==> src/hw/psramPkg.sv <==
// PSRAM controller shared definitions
// Register bus widths, CSR map and init sequencer timing
`default_nettype none

package psramPkg;

	// --------------------
	// Register bus
	// --------------------
	// Full bus address width
	localparam int unsigned busAdrsBits = 32;
	// Read and write data word width
	localparam int unsigned busDataBits = 32;

	// --------------------
	// CSR map
	// --------------------
	// Block select field, address bits 15..8
	localparam int unsigned csrBlockBits = 8;
	// Select value of this CSR block
	localparam logic [csrBlockBits-1:0] csrBlockAdrs = 8'h08;
	// RAM reset, read/write, bit 0, resets to 1
	localparam logic [7:0] regRamRstOfs = 8'h00;
	// Init done status, read only, bit 0
	localparam logic [7:0] regRamInitOfs = 8'h80;

	// --------------------
	// Init sequencer timing
	// --------------------
	// Cycles from reset release to the reset command pulse
	localparam int unsigned pwrUpCycles = 16;
	// Cycles from the reset command pulse to init done
	localparam int unsigned rstRecCycles = 8;
	// Shared down-counter sized for the longer interval
	localparam int unsigned seqCntBits =
		$clog2((pwrUpCycles > rstRecCycles) ? pwrUpCycles : rstRecCycles);
	// Counter load values, one count per cycle spent waiting
	localparam logic [seqCntBits-1:0] pwrUpLoad = seqCntBits'(pwrUpCycles - 1);
	localparam logic [seqCntBits-1:0] rstRecLoad = seqCntBits'(rstRecCycles - 1);

	// Sequencer states
	typedef enum logic [1:0]
	{
		Hold,
		PowerUp,
		ResetCmd,
		Recover
	} initSeqState;

endpackage

`default_nettype wire
==> src/hw/usiBusIf.sv <==
// Internal register bus bundle
// Single-cycle strobe bus, no back-pressure
`timescale 1ns/10ps
`default_nettype none

interface usiBusIf;

	// --------------------
	// Request side
	// --------------------
	// Write data, also echoed on unmapped reads
	logic [psramPkg::busDataBits-1:0] wd;
	// Address, block select in bits 15..8
	logic [psramPkg::busAdrsBits-1:0] adrs;
	// Write strobe, one cycle per write
	logic wcke;

	// --------------------
	// Response side
	// --------------------
	// Read data, valid one edge after the request
	logic [psramPkg::busDataBits-1:0] rd;
	// Read valid pulse
	logic red;

	// Bus owner drives requests
	modport master
	(
		output wd,
		output adrs,
		output wcke,
		input rd,
		input red
	);

	// CSR block answers them
	modport slave
	(
		input wd,
		input adrs,
		input wcke,
		output rd,
		output red
	);

endinterface

`default_nettype wire

==> src/hw/psramSubsys.sv <==
// PSRAM configuration subsystem top level
// Register bus into the CSR block, CSR block into the init sequencer
`timescale 1ns/10ps
`default_nettype none

module psramSubsys
(
	input wire logic iSysClk,
	input wire logic rstN,
	// --------------------
	// Register bus
	// --------------------
	input wire logic [psramPkg::busDataBits-1:0] busWd,
	input wire logic [psramPkg::busAdrsBits-1:0] busAdrs,
	input wire logic busWcke,
	output logic [psramPkg::busDataBits-1:0] busRd,
	output logic busRed,
	// --------------------
	// Device side
	// --------------------
	output logic psramRstN,
	output logic psramResetCmd,
	output logic psramInitDone
);

	// Internal bus bundle
	usiBusIf usiBus ();

	// Reset request, CSR to sequencer
	logic ramRst;
	// Init done, sequencer back to the CSR
	logic ramInit;

	// Master side driven straight from the pins
	assign usiBus.wd = busWd;
	assign usiBus.adrs = busAdrs;
	assign usiBus.wcke = busWcke;

	// Responses back out
	assign busRd = usiBus.rd;
	assign busRed = usiBus.red;

	// --------------------
	// CSR block
	// --------------------
	psramCsr csr
	(
		.iSysClk(iSysClk),
		.rstN(rstN),
		.bus(usiBus.slave),
		.ramRst(ramRst),
		.ramInit(ramInit)
	);

	// --------------------
	// Init sequencer
	// --------------------
	psramInitSeq initSeq
	(
		.iSysClk(iSysClk),
		.rstN(rstN),
		.ramRst(ramRst),
		.psramRstN(psramRstN),
		.resetCmd(psramResetCmd),
		.initDone(ramInit)
	);

	// Done flag also goes off chip
	assign psramInitDone = ramInit;

endmodule

`default_nettype wire

==> src/hw/psramInitSeq.sv <==
// PSRAM initialization sequencer
// Device reset, power-up wait, reset command pulse, recovery wait
`timescale 1ns/10ps
`default_nettype none

module psramInitSeq
(
	input wire logic iSysClk,
	input wire logic rstN,
	// Software reset request from the CSR block
	input wire logic ramRst,
	// Device reset pin low while held
	output logic psramRstN,
	// One-cycle reset command to the device
	output logic resetCmd,
	// Sequence complete
	output logic initDone
);

	// --------------------
	// State and counter
	// --------------------
	psramPkg::initSeqState state;
	psramPkg::initSeqState stateNext;

	// Shared down-counter for both wait intervals
	logic [psramPkg::seqCntBits-1:0] cnt;
	logic [psramPkg::seqCntBits-1:0] cntNext;
	// Counter minus one
	logic [psramPkg::seqCntBits-1:0] cntDec;

	// Counter reached the end of its interval
	logic cntZero;

	assign cntZero = (cnt == '0);
	assign cntDec = cnt - {{(psramPkg::seqCntBits-1){1'b0}}, 1'b1};

	// --------------------
	// Next state
	// --------------------
	always_comb
	begin
		stateNext = state;
		cntNext = cnt;
		if (ramRst)
		begin
			// Reset request wins from every state
			stateNext = psramPkg::Hold;
			cntNext = '0;
		end
		else
		begin
			unique case (state)
				psramPkg::Hold:
				begin
					// First edge with the bit clear
					stateNext = psramPkg::PowerUp;
					cntNext = psramPkg::pwrUpLoad;
				end
				psramPkg::PowerUp:
				begin
					if (cntZero)
					begin
						stateNext = psramPkg::ResetCmd;
						// Recovery count starts with the pulse
						cntNext = psramPkg::rstRecLoad;
					end
					else
					begin
						cntNext = cntDec;
					end
				end
				psramPkg::ResetCmd:
				begin
					// Pulse lasts one cycle
					stateNext = psramPkg::Recover;
					if (!cntZero)
					begin
						cntNext = cntDec;
					end
				end
				psramPkg::Recover:
				begin
					// Park at zero once counted out
					if (!cntZero)
					begin
						cntNext = cntDec;
					end
				end
				default:
				begin
					stateNext = psramPkg::Hold;
					cntNext = '0;
				end
			endcase
		end
	end

	// --------------------
	// Registers
	// --------------------
	always_ff @(posedge iSysClk)
	begin
		if (!rstN)
		begin
			state <= psramPkg::Hold;
			cnt <= '0;
		end
		else
		begin
			state <= stateNext;
			cnt <= cntNext;
		end
	end

	// Done rises on the edge after recovery counts out
	always_ff @(posedge iSysClk)
	begin
		if (!rstN || ramRst)
		begin
			initDone <= 1'b0;
		end
		else if ((state == psramPkg::Recover) && cntZero)
		begin
			initDone <= 1'b1;
		end
	end

	// --------------------
	// Device outputs
	// --------------------
	// Reset pin released everywhere except Hold
	assign psramRstN = (state != psramPkg::Hold);
	assign resetCmd = (state == psramPkg::ResetCmd);

endmodule

`default_nettype wire

==> src/hw/psramCsr.sv <==
// PSRAM CSR block
// RAM reset control bit and init-done status on the register bus
`timescale 1ns/10ps
`default_nettype none

module psramCsr
(
	input wire logic iSysClk,
	input wire logic rstN,
	// Register bus slave side
	usiBusIf.slave bus,
	// Software controlled RAM reset level
	output logic ramRst,
	// Init done level from the sequencer
	input wire logic ramInit
);

	// --------------------
	// Address decode
	// --------------------
	// High when bits 15..8 carry this block's select
	logic blockSel;
	// Low byte picks the register inside the block
	logic [7:0] regOfs;
	// Write strobe aimed at the RAM reset register
	logic rstWrite;

	// Registered copy of init done
	logic ramInitQ;

	always_comb
	begin
		blockSel = (bus.adrs[psramPkg::csrBlockBits+7:8] == psramPkg::csrBlockAdrs);
		regOfs = bus.adrs[7:0];
		// Only the RAM reset register is writable
		rstWrite = bus.wcke && blockSel && (regOfs == psramPkg::regRamRstOfs);
	end

	// --------------------
	// Control register
	// --------------------
	// Reset value 1 keeps the device held after power-on
	always_ff @(posedge iSysClk)
	begin
		if (!rstN)
		begin
			ramRst <= 1'b1;
		end
		else if (rstWrite)
		begin
			// Bit 0 only
			ramRst <= bus.wd[0];
		end
	end

	// --------------------
	// Status register
	// --------------------
	// One flop stage on the way in from the sequencer
	always_ff @(posedge iSysClk)
	begin
		if (!rstN)
		begin
			ramInitQ <= 1'b0;
		end
		else
		begin
			ramInitQ <= ramInit;
		end
	end

	// --------------------
	// Read path
	// --------------------
	// Data loads every cycle and is valid only for block hits
	always_ff @(posedge iSysClk)
	begin
		if (!rstN)
		begin
			bus.rd <= '0;
			bus.red <= 1'b0;
		end
		else
		begin
			if (blockSel)
			begin
				unique case (regOfs)
					psramPkg::regRamRstOfs:
					begin
						bus.rd <= {{(psramPkg::busDataBits-1){1'b0}}, ramRst};
					end
					psramPkg::regRamInitOfs:
					begin
						bus.rd <= {{(psramPkg::busDataBits-1){1'b0}}, ramInitQ};
					end
					default:
					begin
						// Unknown offset echoes write data
						bus.rd <= bus.wd;
					end
				endcase
			end
			else
			begin
				// Other blocks echo write data too
				bus.rd <= bus.wd;
			end
			// Any cycle that selects the block counts as a read
			bus.red <= blockSel;
		end
	end

endmodule

`default_nettype wire

==> config.mk <==
export PLATFORM = sky130hd
export DESIGN_NAME = psramSubsys
export DESIGN_NICKNAME = d
export VERILOG_FILES = /design/src/hw/psramPkg.sv /design/src/hw/usiBusIf.sv /design/src/hw/psramSubsys.sv /design/src/hw/psramInitSeq.sv /design/src/hw/psramCsr.sv
export SDC_FILE = /design/constraint.sdc
export NUM_CORES = 1
export LEC_CHECK = 0
export ABC_AREA = 1
export BUFFER_PORTS_ARGS = -buffer_cell sky130_fd_sc_hd__buf_2
export CAP_MARGIN = 20
export CORE_MARGIN = 4
export CORE_UTILIZATION = 42
export CTS_CLUSTER_SIZE = 12
export DETAILED_ROUTE_END_ITERATION = 10
export PLACE_DENSITY = 0.88
export SLEW_MARGIN = 20
export SYNTH_ARGS = -nofsm -noshare
export SYNTH_HDL_FRONTEND = slang
export SYNTH_SLANG_ARGS = --single-unit
==> constraint.sdc <==
create_clock -name iSysClk -period 1.4 [get_ports iSysClk]
set_input_delay 0.21 -clock iSysClk [delete_from_list [all_inputs] [get_ports iSysClk]]
set_output_delay 0.21 -clock iSysClk [all_outputs]
set_load 0.02 [all_outputs]
==> results by group <==
Finish
  • Area of the multi-input gates: 633.1 µm²
  • Filler cells: 354
  • Share of cells above drive strength 1: 39.29%
  • Register Area: 845.8 µm²
  • Cell area after layout: 2291 µm²
  • Antenna Cells: 0
  • Nets@finish: 381
  • Synth-to-layout area growth: 36.64%

Detailed routing
  • Post-route DRC: 0
  • DR pass1 iterations: 4
  • Routed Antenna Nets: 0
  • Drt initial violations: 37
  • Final wirelength: 3393 µm
  • Vias per std cell: 4.205
  • Routed len/inst: 9.531 µm
  • Vias: 1497

Placement
  • Buffers on Ports: 86
  • Placed Area: 2155 µm²
  • RePlAce Congestion: 0.8417
  • HPWL Detailed: 2835 µm

STA
  • Setup TNS: 0 ps
  • Final period util: 96.42%
  • Final hold vios: 0
  • Slew HR: 80.92%
  • Pins Over Slew Limit: 0
  • # setup viols final: 0
  • Worst-margin pin slew: 283.2 ps
  • Worst clock skew: 4.254 ps
  • RSZ-0062 raised after global routing: yes
  • Post-layout min period: 1350 ps
  • Max frequency: 740.8 MHz

Logic synthesis
  • Post-synth net total: 289
  • Seq cells post-synth: 42
  • Post-synth top area cell: dfxtp_1
  • Top-count cell post-synth: inv_1
  • Asr flop ratio synth: 0%
  • EDFF count, synth: 0
  • Post-synth cell types: 22
  • Yosys top cell area share: 50.15%
  • Mapped Area: 1677 µm²
  • Most common library cells after synthesis: inv_1, nor2_1, dfxtp_1
  • Synth warn: 0
  • Part of the Yosys area used for sequential elements: 50.15%
  • Cell count after synthesis: 215
  • Synth Area per Inst: 7.798 µm²
  • Largest cells by area after synthesis: dfxtp_1, inv_1, nor2_1, nand2_1, ha_1
  • Main flop type after synthesis: dfxtp_1

Worst setup path
  • Critical path peak fanout: 4
  • Worst r2r src: initSeq.cnt[0]$_SDFFE_PP0P_
  • Crit path DAT: 1140 ps
  • Critical path startpoint: initSeq.state[0]$_SDFFE_PP0P_
  • Worst setup EP type: primary output
  • Reg2reg path depth: 6
  • Kind of critical path: flop to primary output
  • Crit start category: flop
  • Worst path required time: 1190 ps

Pwr
  • VDD IR max: 446.7 µV
  • Leakage Power: 1.313 nW
  • Power density over the cells: 996.9 nW/µm²

Job
  • MaxCap Viol Count: 0

Worst hold path
  • Hold_sp: busWd[9]
  • Worst hold path class: input pin to flop
  • Hold Crit Depth: 3

CTS
  • CTS Root Cell: clkbuf_8
  • Cts bufs inserted: 5
  • Htree depth: 2
  • CTS tree: yes
  • TritonCTS Sinks: 42
  • Insertion delay to the later sink of the worst-skew pair: 280 ps
  • CTS clk-pin slew, worst paths: 80 ps
  • CTS max path bufs: 2
  • Postcts setup bufs: 0

Global routing
  • First-pass GRT wire length: 5623 µm
  • Largest net degree at the start of global routing: 25
  • GR Util All Layers: 13.49%
  • Grt total ovfl: 0
  • Vias in the first global route: 1398
  • Initial antenna violation count: 0

Outcome
  • Status: finished, final reports clean

Floorplanning
  • CORE AREA: 3771 µm²
  • Std-Cell Rows: 22
  • Initial core utilization: 44.46%
  • Die ar.: 5067 µm²
  • Die Y-Extent: 71.18 µm
  • Die width: 71.18 µm
  • Ports: 103
==> cell usage in the layout, fill, tap and decap left out, drive strengths merged, types with 2 or more instances in the layout <==
cell,count
buf,88
nor2,57
inv,53
dfxtp,42
nand2,28
nand3,8
ha,7
clkbuf,5
o21ai,5
a21oi,4
nand4,2
nor3,2
clkinvlp,2
==> cell type report <==
| cell class | count | share of cell area (%) |
|---|---|---|
| multi-input cells | 118 | 27.64 |
| flip-flops and latches | 42 | 36.92 |
| inverters | 52 | 8.520 |
| repair buffers | 88 | 20.26 |
| clock inverters | 3 | 1.038 |
| well taps | 48 | 2.622 |
| clock buffers | 5 | 3.004 |
==> per-stage QoR <==
| step | utilization (%) | hold WS (ps) | worst slack (ps) | cells | power, W |
|---|---|---|---|---|---|
| after floorplan | - | 294.6 | 68.41 | 215 | 0.001432 |
| after global placement | 57.13 | 422.6 | 88.28 | 348 | 0.001552 |
| after detailed placement | 57.13 | 430.1 | 51.73 | 348 | 0.001561 |
| after CTS | 59.85 | 119.8 | 11.51 | 356 | 0.002326 |
| after global routing | 60.75 | 110.5 | -7.014 | 356 | 0.002408 |
| final | 60.75 | 131.1 | 50.19 | 356 | 0.002284 |
==> worst max-delay path: stages (launching register included) <==
cell and delay, ps:
dfxtp_4 370, inv_2 40, buf_4 130, ha_2 180
inv_2 50, buf_6 100
==> registers in the layout, indices dropped and copies added (netlist names) <==
name	flops
initSeq.cnt	4
csr.ramInitQ	1
csr.bus.rd	32
initSeq.initDone	1
csr.ramRst	1
initSeq.state	2
csr.bus.red	1
==> metal layers <==
metal	routed length (µm)	vias up	track usage (%)
met2	1751	48	24.29
met1	1361	640	15.33
li1	-	807	-
met5	0	-	0
met3	264	2	3.977
met4	14	0	3.758
==> path summary, 6_finish.rpt <==
check / slack, ps / endpoint
min: 130 / csr.bus.rd[9]$_SDFF_PN0_
min reg2reg: 440 / csr.ramInitQ$_SDFF_PN0_
max reg2reg: 110 / initSeq.cnt[1]$_SDFFE_PP0P_
max: 50 / psramRstN
==> cells by family (layout without fill, tap and decap cells) <==
family                   count (synthesis)  after routing  synth area share (%)
adder cells (fa/ha/maj)                  7              7                 5.224
XOR/XNOR                                 1              1                0.5225
buffers and inverters                   55            148                 14.18
AO/OA/AOI/OAI                           11             11                 3.508
AND/OR/NAND/NOR                         99             99                 26.42
flip-flops                              42             42                 50.15
==> power breakdown <==
| part | switching, W | total [W] | internal, W |
|---|---|---|---|
| Combinational | 0.000160 | 0.000276 | 0.000116 |
| Sequential | 0.0000105 | 0.00125 | 0.00124 |
| Clock | 0.000401 | 0.000757 | 0.000356 |
==> what timing repair did <==
item | 4_1_cts | 5_1_grt
pin swaps | 0 | 0
hold buffers | 0 | 0
gates resized for setup | 5 | 10
endpoints found under the setup margin | 1 | 3
Note: power is estimated with default switching activity, not from simulation.
